[src/rtl/fetch_config.svh]
`ifndef FETCH_CONFIG_SVH
`define FETCH_CONFIG_SVH

// First fetch address out of reset
`define RESET_VECTOR 32'h0000_1000

// Branch target buffer geometry
// Entry count is a power of two that matches the index width
`define BTB_ENTRIES 16
`define BTB_INDEX_BITS 4

// Fixed instruction step in bytes
`define INSTR_BYTES 32'd4

`endif

[src/rtl/fetchPkg.sv]
package fetchPkg;

    // Byte address and instruction word
    typedef logic [31:0] addrT;
    typedef logic [31:0] instrT;

    // 2-bit saturating branch counter
    // 0,1 predict not taken, 2,3 predict taken
    typedef logic [1:0] counterT;

    ////////////////////////////////////////////////////////////
    // IF/ID record, MSB first
    ////////////////////////////////////////////////////////////
    typedef struct packed {
        logic    valid;
        addrT    instrAddr;
        // Prediction made at fetch time, carried for execute
        addrT    predTarget;
        counterT predCounter;
        logic    predTaken;
        instrT   instr;
    } ifIdT;

endpackage

[src/rtl/branchPredictor.sv]
`timescale 1ns/10ps
`include "fetch_config.svh"

module branchPredictor (
    input  logic              Clk,
    input  logic              rstN,
    input  fetchPkg::addrT    fetchAddr,
    input  logic              updateEn,
    input  fetchPkg::addrT    updateAddr,
    input  logic              updateTaken,
    input  fetchPkg::addrT    updateTarget,
    output logic              predTaken,
    output fetchPkg::addrT    predTarget,
    output fetchPkg::counterT predCounter
);
    import fetchPkg::*;

    localparam int Entries   = `BTB_ENTRIES;
    localparam int IndexBits = `BTB_INDEX_BITS;
    localparam int TagBits   = 32 - IndexBits - 2;

    ////////////////////////////////////////////////////////////
    // Table storage
    ////////////////////////////////////////////////////////////
    logic               entryValid   [Entries];
    logic [TagBits-1:0] entryTag     [Entries];
    addrT               entryTarget  [Entries];
    counterT            entryCounter [Entries];

    logic [IndexBits-1:0] lookIdx;
    logic [TagBits-1:0]   lookTag;
    logic                 lookHit;

    logic [IndexBits-1:0] updIdx;
    logic [TagBits-1:0]   updTag;
    logic                 updHit;
    counterT              oldCounter;
    counterT              newCounter;

    ////////////////////////////////////////////////////////////
    // Lookup for the current fetch address
    ////////////////////////////////////////////////////////////
    assign lookIdx = fetchAddr[IndexBits+1:2];
    assign lookTag = fetchAddr[31:IndexBits+2];
    assign lookHit = entryValid[lookIdx] && (entryTag[lookIdx] == lookTag);

    // Miss reads as weakly not taken, falling through
    assign predCounter = lookHit ? entryCounter[lookIdx] : 2'd1;
    assign predTaken   = lookHit && entryCounter[lookIdx][1];
    assign predTarget  = lookHit ? entryTarget[lookIdx] : fetchAddr + `INSTR_BYTES;

    ////////////////////////////////////////////////////////////
    // Training from execute
    ////////////////////////////////////////////////////////////
    assign updIdx     = updateAddr[IndexBits+1:2];
    assign updTag     = updateAddr[31:IndexBits+2];
    assign updHit     = entryValid[updIdx] && (entryTag[updIdx] == updTag);
    assign oldCounter = entryCounter[updIdx];

    always_comb begin
        if (!updHit) begin
            // Fresh entry starts weak in the observed direction
            newCounter = updateTaken ? 2'd2 : 2'd1;
        end else if (updateTaken) begin
            newCounter = (oldCounter == 2'd3) ? 2'd3 : oldCounter + 2'd1;
        end else begin
            newCounter = (oldCounter == 2'd0) ? 2'd0 : oldCounter - 2'd1;
        end
    end

    // Valid bits and counters
    always_ff @(posedge Clk) begin
        if (!rstN) begin
            for (int i = 0; i < Entries; i++) begin
                entryValid[i]   <= 1'b0;
                entryCounter[i] <= 2'd1;
            end
        end else if (updateEn) begin
            entryValid[updIdx]   <= 1'b1;
            entryCounter[updIdx] <= newCounter;
        end
    end

    // Tags and targets
    always_ff @(posedge Clk) begin
        if (updateEn) begin
            entryTag[updIdx]    <= updTag;
            entryTarget[updIdx] <= updateTarget;
        end
    end

endmodule

[src/rtl/fetchLogic.sv]
`timescale 1ns/10ps
`include "fetch_config.svh"

module fetchLogic (
    input  logic            Clk,
    input  logic            rstN,
    input  logic            pcStall,
    input  logic            redirectEn,
    input  fetchPkg::addrT  redirectAddr,
    input  logic            predTaken,
    input  fetchPkg::addrT  predTarget,
    input  fetchPkg::instrT icacheData,
    input  logic            icacheReady,
    output fetchPkg::addrT  fetchAddr,
    output fetchPkg::addrT  icacheAddr,
    output logic            imiss,
    output fetchPkg::instrT fetchInstr,
    output logic            fetchValid
);
    import fetchPkg::*;

    addrT pcQ;
    addrT nextPc;
    addrT seqPc;

    ////////////////////////////////////////////////////////////
    // Next address selection
    ////////////////////////////////////////////////////////////
    assign seqPc = pcQ + `INSTR_BYTES;

    always_comb begin
        if (redirectEn) begin
            // Execute correction wins over everything
            nextPc = redirectAddr;
        end else if (pcStall || !icacheReady) begin
            // Hazard stall or cache miss, retry same address
            nextPc = pcQ;
        end else if (predTaken) begin
            nextPc = predTarget;
        end else begin
            nextPc = seqPc;
        end
    end

    ////////////////////////////////////////////////////////////
    // Program counter
    ////////////////////////////////////////////////////////////
    always_ff @(posedge Clk) begin
        if (!rstN) begin
            pcQ <= `RESET_VECTOR;
        end else begin
            pcQ <= nextPc;
        end
    end

    // Same address goes to cache and predictor
    assign fetchAddr  = pcQ;
    assign icacheAddr = pcQ;

    ////////////////////////////////////////////////////////////
    // Cache response
    ////////////////////////////////////////////////////////////
    assign imiss      = !icacheReady;
    assign fetchInstr = icacheData;

    // Word is only usable on a hit that is not being discarded
    assign fetchValid = icacheReady && !redirectEn;

endmodule

[src/rtl/ifIdReg.sv]
`timescale 1ns/10ps

module ifIdReg (
    input  logic           Clk,
    input  logic           rstN,
    input  logic           flush,
    input  logic           stall,
    input  fetchPkg::ifIdT in,
    output fetchPkg::ifIdT out
);
    import fetchPkg::*;

    // All-zero record, valid low
    localparam ifIdT Bubble = '0;

    ////////////////////////////////////////////////////////////
    // Stage register
    ////////////////////////////////////////////////////////////
    always_ff @(posedge Clk) begin
        if (!rstN || flush) begin
            out <= Bubble;
        end else if (!stall) begin
            out <= in;
        end
        // Stall keeps every field as is
    end

endmodule

[src/rtl/fetchStage.sv]
`timescale 1ns/10ps
`include "fetch_config.svh"

module fetchStage (
    input  logic              Clk,
    input  logic              rstN,
    // Instruction cache
    output fetchPkg::addrT    icacheAddr,
    input  fetchPkg::instrT   icacheData,
    input  logic              icacheReady,
    output logic              imiss,
    // Execute
    input  logic              redirectEn,
    input  fetchPkg::addrT    redirectAddr,
    input  logic              updateEn,
    input  fetchPkg::addrT    updateAddr,
    input  logic              updateTaken,
    input  fetchPkg::addrT    updateTarget,
    // Hazard unit
    input  logic              pcStall,
    input  logic              ifIdStall,
    input  logic              ifIdFlush,
    // Decode
    output fetchPkg::instrT   instr,
    output fetchPkg::addrT    pc,
    output fetchPkg::addrT    instrAddr,
    output logic              predTaken,
    output fetchPkg::addrT    predTarget,
    output fetchPkg::counterT predCounter,
    output logic              valid
);
    import fetchPkg::*;

    addrT    fetchAddr;
    instrT   fetchInstr;
    logic    fetchValid;
    logic    bpTaken;
    addrT    bpTarget;
    counterT bpCounter;
    ifIdT    ifIdIn;
    ifIdT    ifIdOut;

    fetchLogic fetchLogic0 (
        .Clk          (Clk),
        .rstN         (rstN),
        .pcStall      (pcStall),
        .redirectEn   (redirectEn),
        .redirectAddr (redirectAddr),
        .predTaken    (bpTaken),
        .predTarget   (bpTarget),
        .icacheData   (icacheData),
        .icacheReady  (icacheReady),
        .fetchAddr    (fetchAddr),
        .icacheAddr   (icacheAddr),
        .imiss        (imiss),
        .fetchInstr   (fetchInstr),
        .fetchValid   (fetchValid)
    );

    branchPredictor branchPredictor0 (
        .Clk          (Clk),
        .rstN         (rstN),
        .fetchAddr    (fetchAddr),
        .updateEn     (updateEn),
        .updateAddr   (updateAddr),
        .updateTaken  (updateTaken),
        .updateTarget (updateTarget),
        .predTaken    (bpTaken),
        .predTarget   (bpTarget),
        .predCounter  (bpCounter)
    );

    ////////////////////////////////////////////////////////////
    // Record packing
    ////////////////////////////////////////////////////////////
    always_comb begin
        ifIdIn.valid       = fetchValid;
        ifIdIn.instrAddr   = fetchAddr;
        ifIdIn.predTarget  = bpTarget;
        ifIdIn.predCounter = bpCounter;
        ifIdIn.predTaken   = bpTaken;
        ifIdIn.instr       = fetchInstr;
    end

    // Redirect squashes whatever is being fetched now
    ifIdReg ifIdReg0 (
        .Clk   (Clk),
        .rstN  (rstN),
        .flush (ifIdFlush || redirectEn),
        .stall (ifIdStall),
        .in    (ifIdIn),
        .out   (ifIdOut)
    );

    ////////////////////////////////////////////////////////////
    // Decode side
    ////////////////////////////////////////////////////////////
    assign valid       = ifIdOut.valid;
    assign instrAddr   = ifIdOut.instrAddr;
    assign instr       = ifIdOut.instr;
    assign predTaken   = ifIdOut.predTaken;
    assign predTarget  = ifIdOut.predTarget;
    assign predCounter = ifIdOut.predCounter;

    // Sequential return address of the held instruction
    assign pc = ifIdOut.instrAddr + `INSTR_BYTES;

endmodule

[config.mk]
export PLATFORM = sky130hd
export DESIGN_NAME = fetchStage
export DESIGN_NICKNAME = d
export VERILOG_FILES = /design/src/rtl/fetchPkg.sv /design/src/rtl/branchPredictor.sv /design/src/rtl/fetchLogic.sv /design/src/rtl/ifIdReg.sv /design/src/rtl/fetchStage.sv
export VERILOG_INCLUDE_DIRS = /design/src /design/src/rtl
export SDC_FILE = /design/constraint.sdc
export NUM_CORES = 1
export LEC_CHECK = 0
export ABC_CLOCK_PERIOD_IN_PS = 10200
export BUFFER_PORTS_ARGS = -buffer_cell sky130_fd_sc_hd__buf_2
export CAP_MARGIN = 20
export CORE_MARGIN = 2
export CORE_UTILIZATION = 45
export CTS_BUF_LIST = sky130_fd_sc_hd__clkbuf_2 sky130_fd_sc_hd__clkbuf_4 sky130_fd_sc_hd__clkbuf_8
export CTS_CLUSTER_DIAMETER = 30
export DETAILED_ROUTE_END_ITERATION = 6
export GPL_TIMING_DRIVEN = 0
export PLACE_DENSITY = 0.7
export RECOVER_POWER = 25
export SYNTH_ARGS = -nofsm -noshare
export SYNTH_HDL_FRONTEND = slang
export SYNTH_HIERARCHICAL = 1
export SYNTH_SLANG_ARGS = --single-unit
export TNS_END_PERCENT = 20
[constraint.sdc]
create_clock -name Clk -period 10.2 [get_ports Clk]
set_clock_uncertainty 0.1 [all_clocks]
set_input_delay 3.06 -clock Clk [delete_from_list [all_inputs] [get_ports Clk]]
set_output_delay 3.06 -clock Clk [all_outputs]
set_load 0.01 [all_outputs]
Yosys cells after proc, flatten, opt, wreduce, memory -nomap -nowiden --
Memories as Yosys holds them, arrays and structs flattened. A register that Yosys moved wholly into a read port is not among the register bits. Index checks and enable logic that the tools add are counted.
Operators by class: order comparisons 0, bitwise operators 0, add/sub/neg operators 4, reductions and logical operators 13, multiply operators 0, mux-type cells 29, divide/modulo/power cells 0, shift-type cells 0, eq/ne operators 4
Operators with widths (number):
- 32-bit 2-to-1 mux | 4
- 32-bit by 3-bit adder with 32-bit output, second input constant | 2
- 26-bit == test | 2
- 4-bit 2-to-1 mux | 10
- 2-bit 2-to-1 mux | 7
- 1-bit 2-to-1 mux | 8
- 1-bit logical AND | 4
- 1-bit logical NOT | 3
- 1-bit logical OR | 3
- 2-bit by 1-bit adder with 2-bit output, second input constant | 1
- 2-bit == test, second input constant | 1
- 2-bit logical NOT | 1
- 2-bit inequality test, second input constant | 1
- 2-bit OR reduction | 1
- 2-bit by 1-bit subtractor with 2-bit output, second input constant | 1
- 1-bit OR reduction | 1
Word-level totals: latch bits 0, ROM bits 0, output and inout port bits 165, memories 4, word-level logic and storage cells 61, RAM bits 976, input bits 137, register bits 132
Memories:
- branchPredictor0.entryTarget | words 16, bits a word 32, read ports 1, clocked after Yosys merged registers in 1, write ports 1, line branchPredictor.sv:27 | addrT entryTarget [Entries];
- branchPredictor0.entryTag | words 16, bits a word 26, read ports 2, clocked after Yosys merged registers in 1, write ports 1, line branchPredictor.sv:26 | logic [TagBits-1:0] entryTag [Entries];
- branchPredictor0.entryCounter | words 16, bits a word 2, read ports 2, clocked after Yosys merged registers in 1, write ports 16, line branchPredictor.sv:28 | counterT entryCounter [Entries];
- branchPredictor0.entryValid | words 16, bits a word 1, read ports 2, clocked after Yosys merged registers in 1, write ports 16, line branchPredictor.sv:25 | logic entryValid [Entries];

Logic depth before layout (Yosys ltp) --
Gate-level depths: netlist of run 1.
depth after elaboration 8, gate-level depth with buffers 18, mapped depth without buffers 13

Hierarchy --
Netlist of run 1, hierarchy kept.
By module, submodules not included:
- branchPredictor | times used 1, area each 42665.9 um2, sequential area each 29148.0 um2, cells an instance 2107
- ifIdReg | times used 1, area each 3609.7 um2, sequential area each 2001.9 um2, cells an instance 323
- fetchLogic | times used 1, area each 2716.4 um2, sequential area each 640.6 um2, cells an instance 372
- fetchStage | times used 1, area each 606.8 um2, sequential area each 0.0 um2, cells an instance 83

Worst setup path after synthesis of run 1 --
Ideal clock, no wire load.
path type input -> register, start point input updateAddr[2], end point memory branchPredictor0/entryCounter[0][0] (netlist name), enable pin, arrival time 8440 ps, data required time 9788 ps, setup time 312 ps, path slack 1348 ps, buffers on the path 6, cell stages on the path 8, cells stage by stage buf_6 -> buf_12 -> buf_6 -> buf_6 -> buf_6 -> buf_4 -> nor3_1 -> nand2b_1
RTL lines:
- from (decl) | line fetchStage.sv:16 | input fetchPkg::addrT updateAddr,
- to (decl) | line branchPredictor.sv:28

Worst setup path in the final report of run 1 --
start point register fetchLogic0.pcQ[3], in the netlist fetchLogic0/fetchAddr[3], end point register fetchLogic0.pcQ[10], in the netlist fetchLogic0/fetchAddr[10]
Between the ends: longest elaborated chain between the ends 5
Ends and longest elaborated chain:
- from (decl) | line fetchLogic.sv:22 | addrT pcQ;
- from (signal assigned) | line fetchLogic.sv:50 | pcQ <= `RESET_VECTOR;
- from (signal assigned) | line fetchLogic.sv:52 | pcQ <= nextPc;
- 32-bit by 3-bit adder with 32-bit output (no line) *
- 32-bit 2-to-1 mux (no line)
- 32-bit 2-to-1 mux * | line fetchLogic.sv:38 | end else if (predTaken) begin
- 32-bit 2-to-1 mux * | line fetchLogic.sv:35 | end else if (pcStall || !icacheReady) begin
- 32-bit 2-to-1 mux * | line fetchLogic.sv:32 | if (redirectEn) begin
Every way passes the cells marked *; elsewhere a longest branch is shown, timed or not. The select of a mux whose other input is x is not followed. A chain may end at the register's enable or synchronous reset.

==> results of run 1 <==
==> routing by layer <==
layer  vias up  track usage
met5         -            0
met4        16        0.147
met3       473       0.0725
met2      2419        0.436
met1     16180        0.369
li1      12823            -
==> cell type report <==
type                       instances  share of cell area
antenna                           10            0.000427
buffer                           242              0.0254
clock buffer                     260              0.0555
clock inverter                   117              0.0213
inverter                          29             0.00186
multi-input combinational       1506               0.279
sequential                      1108               0.543
tap                             1476              0.0315
timing repair buffer             326              0.0426
==> synthesized netlist by cell type, types with 8 or more instances <==
cell type and number:
a21oi_1 70, a221oi_1 15, a22o_1 9, a22oi_1 32, a31oi_1 13, and3_1 15
and4_1 8, buf_1 16, buf_2 54, buf_4 72, buf_6 10, buf_8 10
clkbuf_1 76, dfxtp_1 148, edfxtp_1 960, inv_1 28, mux2_2 14, mux2i_1 185
mux4_2 387, nand2_1 71, nand3_1 54, nand4_1 37, nor2_1 234, nor3_1 32
nor4_1 8, o21a_1 16, o21ai_0 65, o22ai_1 11, xnor2_1 72, xor2_1 34
==> worst max path at each step <==
stage | from | to | cells after the start
after global placement | updateAddr[4] | branchPredictor0/entryCounter[0][0] | 6
after CTS | fetchLogic0/fetchAddr[3] | fetchLogic0/fetchAddr[25] | 14
after floorplan | updateAddr[2] | branchPredictor0/entryCounter[0][0] | 8
after global routing | fetchLogic0/fetchAddr[3] | fetchLogic0/fetchAddr[25] | 14
after detailed placement | updateAddr[3] | branchPredictor0/entryCounter[2][0] | 13
final | fetchLogic0/fetchAddr[3] | fetchLogic0/fetchAddr[10] | 15
==> report_power, final <==
part / switching, mW / total, mW / internal (mW)
clock network: 1.98 / 4.64 / 2.66
registers: 0.0811 / 5.10 / 5.02
logic: 0.608 / 1.04 / 0.430
==> state kept, by name (all words and copies together) (netlist names) <==
register / count
fetchLogic0/fetchAddr: 32
branchPredictor0/entryTag: 416
ifIdReg0/out: 100
branchPredictor0/entryCounter: 32
branchPredictor0/entryTarget: 512
branchPredictor0/entryValid: 16
==> tightest hold or removal path: stages, from the launching register on <==
cell,delay [ns]
dfxtp_1,0.32
mux2i_1,0.06
nor2_1,0.07
==> kinds of logic (layout without fill, tap and decap cells) <==
family                     Yosys count  after routing  synth area share
DFF                               1108           1108             0.641
buffers and inverters              271            974            0.0321
muxes                              588            588             0.217
adders and majority gates            3              3          0.000757
AOI/OAI and AO/OA                  297            297            0.0404
and+or+nand+nor                    512            512            0.0503
other                                0             10                 0
xor gates and xnor gates           106            106            0.0187
==> through the flow <==
step                power, mW  hold WS [ns]
finish                   10.8         0.386
CTS                      10.8         0.383
floorplan                5.77         0.352
global placement         6.18         0.362
global route             11.0         0.410
detailed placement       6.21         0.371
==> flow_summary.toml, run 1 <==
[hold_path]
hold_depth = 2
hp-class = "reg -> reg"
worstHoldEndpoint = "ifIdReg0/out[4]"
hp-start = "ifIdReg0/out[4]"

[synth]
async_flop_share = 0
synth_area_mm2 = 0.0496
yosysTopAreaCellShare = 0.581
synthesis.nets = 3025
synth_edf_count = 960
synth.area.top_cells = "edfxtp_1, mux4_2, dfxtp_1, mux2i_1, nor2_1"
syn_inst = 2885
ys_ff_latch = 1108
synth_warnings = 6
synth-seq-area-share = 0.641
avgSynthCellArea_um2 = 17.2
yosysUniqueCellTypes = 84
yosys.area.top_type = "edfxtp_1"
synth_ff_type = "edfxtp_1"

[drt]
viasPerCell = 6.29
drt_iter0_markers = 4513
route.met3.wl_mm = 19.4
wl_met2_mm = 73.9
top_layer_used = "met5"
wl_mm = 160
routedWlPerCell_um = 31.6
drc = 0
final_antenna_net_count = 0
dr.pass1.iters = 7
vias = 31911
m1WireLength_mm = 58.4

[sta]
setup_tns_ns = 0
rsz0062_at_grt = "no"
period_share = 0.774
tightest_slew_ns = 1.13
slew_headroom = 0.242
timing.final.max_slew_violations = 0
setup_viol = 0
min_period_ns = 7.89
finalHoldViolations = 0
setup_slack_ns = 2.31
clock.fmax_ghz = 0.127

[worst_setup_path]
crit_family = "buffers and inverters"
timing.rr.end = "fetchLogic0/fetchAddr[10]"
regToRegSetupSlack_ns = 2.31
cp-end-kind = "flop"
slowest_stage = "dfxtp_1"
cp_max_fo = 11
critPathBufInv = 7
critPathMaxStageDelay_ns = 0.86
crit_top_cell = "clkbuf_1"
start_kind = "flop"
r2r_cells = 15
path_class = "reg -> reg"
arrival_ns = 8.59
r2r-start = "fetchLogic0/fetchAddr[3]"
path_cells = "clkbuf_1 > clkbuf_1 > clkbuf_1 > clkbuf_1 > clkbuf_1 > mux4_2 > mux4_2 > and3_1 > clkbuf_1 > nor2_1 > clkbuf_1 > o21ai_0 > nand2_1 > a22oi_1 > nor2_1"
critPathRequiredTime_ns = 10.91

[pwr]
peakVddDrop_mv = 0.107
power_density_mw_per_mm2 = 184
p_leak_nw = 19.8

[die]
initial_core_util = 0.454
core_area_mm2 = 0.109
ios = 302
rows = 121
die_area_mm2 = 0.113
die-height_um = 336
die_x_um = 336

[cells_and_area]
drive_above_1_share = 0.344
final_common_cell = "edfxtp_1"
seqCellArea_mm2 = 0.0318
fin_nets = 3555
fin_util = 0.537
final.fill_count = 8581
multiInputGateArea_mm2 = 0.0163
area_growth_pct = 18.1
final_area_mm2 = 0.0586
instances_no_fill = 5074
layout_common_cells = "edfxtp_1, mux4_2, buf_2, nor2_1, clkbuf_8"

[clock_tree]
clock_sinks = 1108
holdBufCountCts = 0
cts_buffer_depth = 3
post_cts_buffers = 0
htreeDepth = 4
cts_root_buffer = "clkbuf_8"
insertion_delay_ns = 0.89
clkTransAtPathRegs_ns = 0.06
cts_resized = 0
cts_buffers = 202
cts_tree = "yes"

[global_route]
grt_max_degree = 23
antenna_found_initial = 18
grt-ovfl-total = 0
grt_pass1_vias = 31281
grt_use_total = 0.282
grt_pass1_wl_mm = 224

[placement]
gp_congestion = 0.967
placedCellCount = 4682
dp_slack_ns = 2.19
post-dp-hpwl_mm = 109
portBuffers = 263
place_area_mm2 = 0.0540

[job]
maxCapViolations = 0

[run_status]
status = "finished clean"
(Power assumes the default switching activity.)
==> inputs of run 2 (changes only) <==
ABC_CLOCK_PERIOD_IN_PS = 7700   (was 10200)
clock period = 7.7 ns   (was 10.2 ns; I/O delays follow)
==> run 2 against run 1 <==
Net effect:
- cell area about the same
- largest cell class unchanged
- setup slack got worse by 2.0 ns
- sequential power grew 33%
- via count is 0.50% lower
- register-to-register slack worse by 2.0 ns
- sequential share of layout area barely moved
- critical path type unchanged
- worst hold slack better by 0.0029 ns
- the flow now finishes with violations (design-rule violations)
- clock-buffer cell count shrank 15
==> flow_summary.toml, run 2 (synthesized netlist as in run 1, its figures left out) <==
[sta]
finalHoldViolations = 0
setup_tns_ns = 0
min_period_ns = 7.42
setup_slack_ns = 0.279
rsz0062_at_grt = "no"
tightest_slew_ns = 1.25
setup_viol = 0
slew_headroom = 0.167
timing.final.max_slew_violations = 0
period_share = 0.964
clock.fmax_ghz = 0.135

[die]
initial_core_util = 0.454
die-height_um = 336
die_area_mm2 = 0.113
core_area_mm2 = 0.109
ios = 302
rows = 121
die_x_um = 336

[cells_and_area]
largest_reg_flops = 512
layout_common_cells = "edfxtp_1, mux4_2, buf_2, nor2_1, clkbuf_8"
instances_no_fill = 5069
area_growth_pct = 18.1
drive_above_1_share = 0.343
final_common_cell = "edfxtp_1"
top_regs = "branchPredictor0/entryTarget (512), branchPredictor0/entryTag (416), ifIdReg0/out (100)"
seqCellArea_mm2 = 0.0318
multiInputGateArea_mm2 = 0.0163
fin_nets = 3554
final.fill_count = 8528
largest-register = "branchPredictor0/entryTarget"
final_area_mm2 = 0.0586

[pwr]
p_leak_nw = 19.8
p_total_mw = 14.2
peakVddDrop_mv = 0.127
power_density_mw_per_mm2 = 242

[clock_tree]
clock_sinks = 1108
cts_buffer_depth = 3
cts_buffers = 204
post_cts_buffers = 0
clkTransAtPathRegs_ns = 0.05
htreeDepth = 4
cts_root_buffer = "clkbuf_8"
insertion_delay_ns = 0.93
cts_tree = "yes"

[run_status]
failed_checks = "design-rule violations"
status = "finished, violations left"

[drt]
vias = 31752
dr.pass1.iters = 7
drt_iter0_markers = 4552
viasPerCell = 6.26
final_antenna_net_count = 0
drc = 4
routedWlPerCell_um = 31.7
wl_mm = 161

[worst_setup_path]
start_kind = "flop"
arrival_ns = 8.12
path_cells = "clkbuf_1 > clkbuf_1 > clkbuf_2 > clkbuf_1 > clkdlybuf4s15_1 > mux4_2 > mux4_2 > and3_1 > clkbuf_1 > nor2_2 > clkbuf_1 > o21ai_0 > nand2_1 > a22oi_1 > nor2_1"
critPathMaxStageDelay_ns = 0.90
r2r-start = "fetchLogic0/fetchAddr[3]"
crit_top_cell = "clkbuf_1"
slowest_stage = "dfxtp_1"
cp-end-kind = "flop"
path_class = "reg -> reg"
critPathRequiredTime_ns = 8.40
startpoint = "fetchLogic0/fetchAddr[3]"
cp_max_fo = 11
r2r_cells = 15

[global_route]
grt_use_total = 0.282
grt_pass1_wl_mm = 224
grt-ovfl-total = 0
grt_max_degree = 23
antenna_found_initial = 22
grt_pass1_vias = 30890

[hold_path]
hp-start = "ifIdReg0/out[0]"
hold_depth = 2
hp-class = "reg -> reg"

[placement]
portBuffers = 263
place_area_mm2 = 0.0540
dp_slack_ns = 0.0942
placedCellCount = 4677
post-dp-hpwl_mm = 109
gp_congestion = 0.980

[job]
maxCapViolations = 0
run 2: what timing repair did:
item	CTS	global route
resized for setup	0	6
hold buffers	0	0
setup endpoints to repair	0	7
run 2: where the power goes:
group	internal, mW	switching, mW	leakage (nW)	total [mW]
clock	3.40	2.66	2.27	6.06
combinational	0.572	0.809	7.60	1.38
sequential	6.65	0.108	9.91	6.76
total	10.6	3.57	19.8	14.2
run 2: per-stage QoR:
stage               utilization  hold WS (ns)
finish                    0.537         0.389
global route              0.537         0.409
CTS                       0.536         0.392
detailed placement        0.495         0.378
global placement          0.483         0.359
floorplan                     -         0.352
run 2: routing by layer:
| layer | up-vias | wire (um) | track usage | share of wire |
|---|---|---|---|---|
| met1 | 16012 | 56900 | 0.358 | 0.35 |
| met3 | 506 | 20400 | 0.0854 | 0.13 |
| met2 | 2403 | 73900 | 0.437 | 0.46 |
| met4 | 22 | 9220 | 0.151 | 0.057 |
| met5 | - | 146 | 0 | 0.00091 |
| li1 | 12809 | - | - | - |
run 2: worst max-delay path, delay by kind of cell, from the launching register on:
kind            cells  cell delay (ns)
buf+inv             7             3.95
simple gates        4             1.09
mux                 2             0.96
flops               1             0.90
compound gates      2             0.28
run 2: cell type report:
cell class | instances | share of cell area
clock inverters | 131 | 0.0220
inverters | 29 | 0.00186
plain buffers | 242 | 0.0255
repair buffers | 323 | 0.0433
flip-flops and latches | 1108 | 0.543
diodes | 9 | 0.000385
clock buffers | 245 | 0.0536
well taps | 1476 | 0.0315
multi-input cells | 1506 | 0.279
run 2: path summary, 6_finish.rpt:
path	endpoint	slack [ns]
hold reg to reg	ifIdReg0/out[0]	0.39
hold / removal	ifIdReg0/out[0]	0.39
setup / recovery	fetchLogic0/fetchAddr[10]	0.28
setup reg to reg	fetchLogic0/fetchAddr[10]	0.28
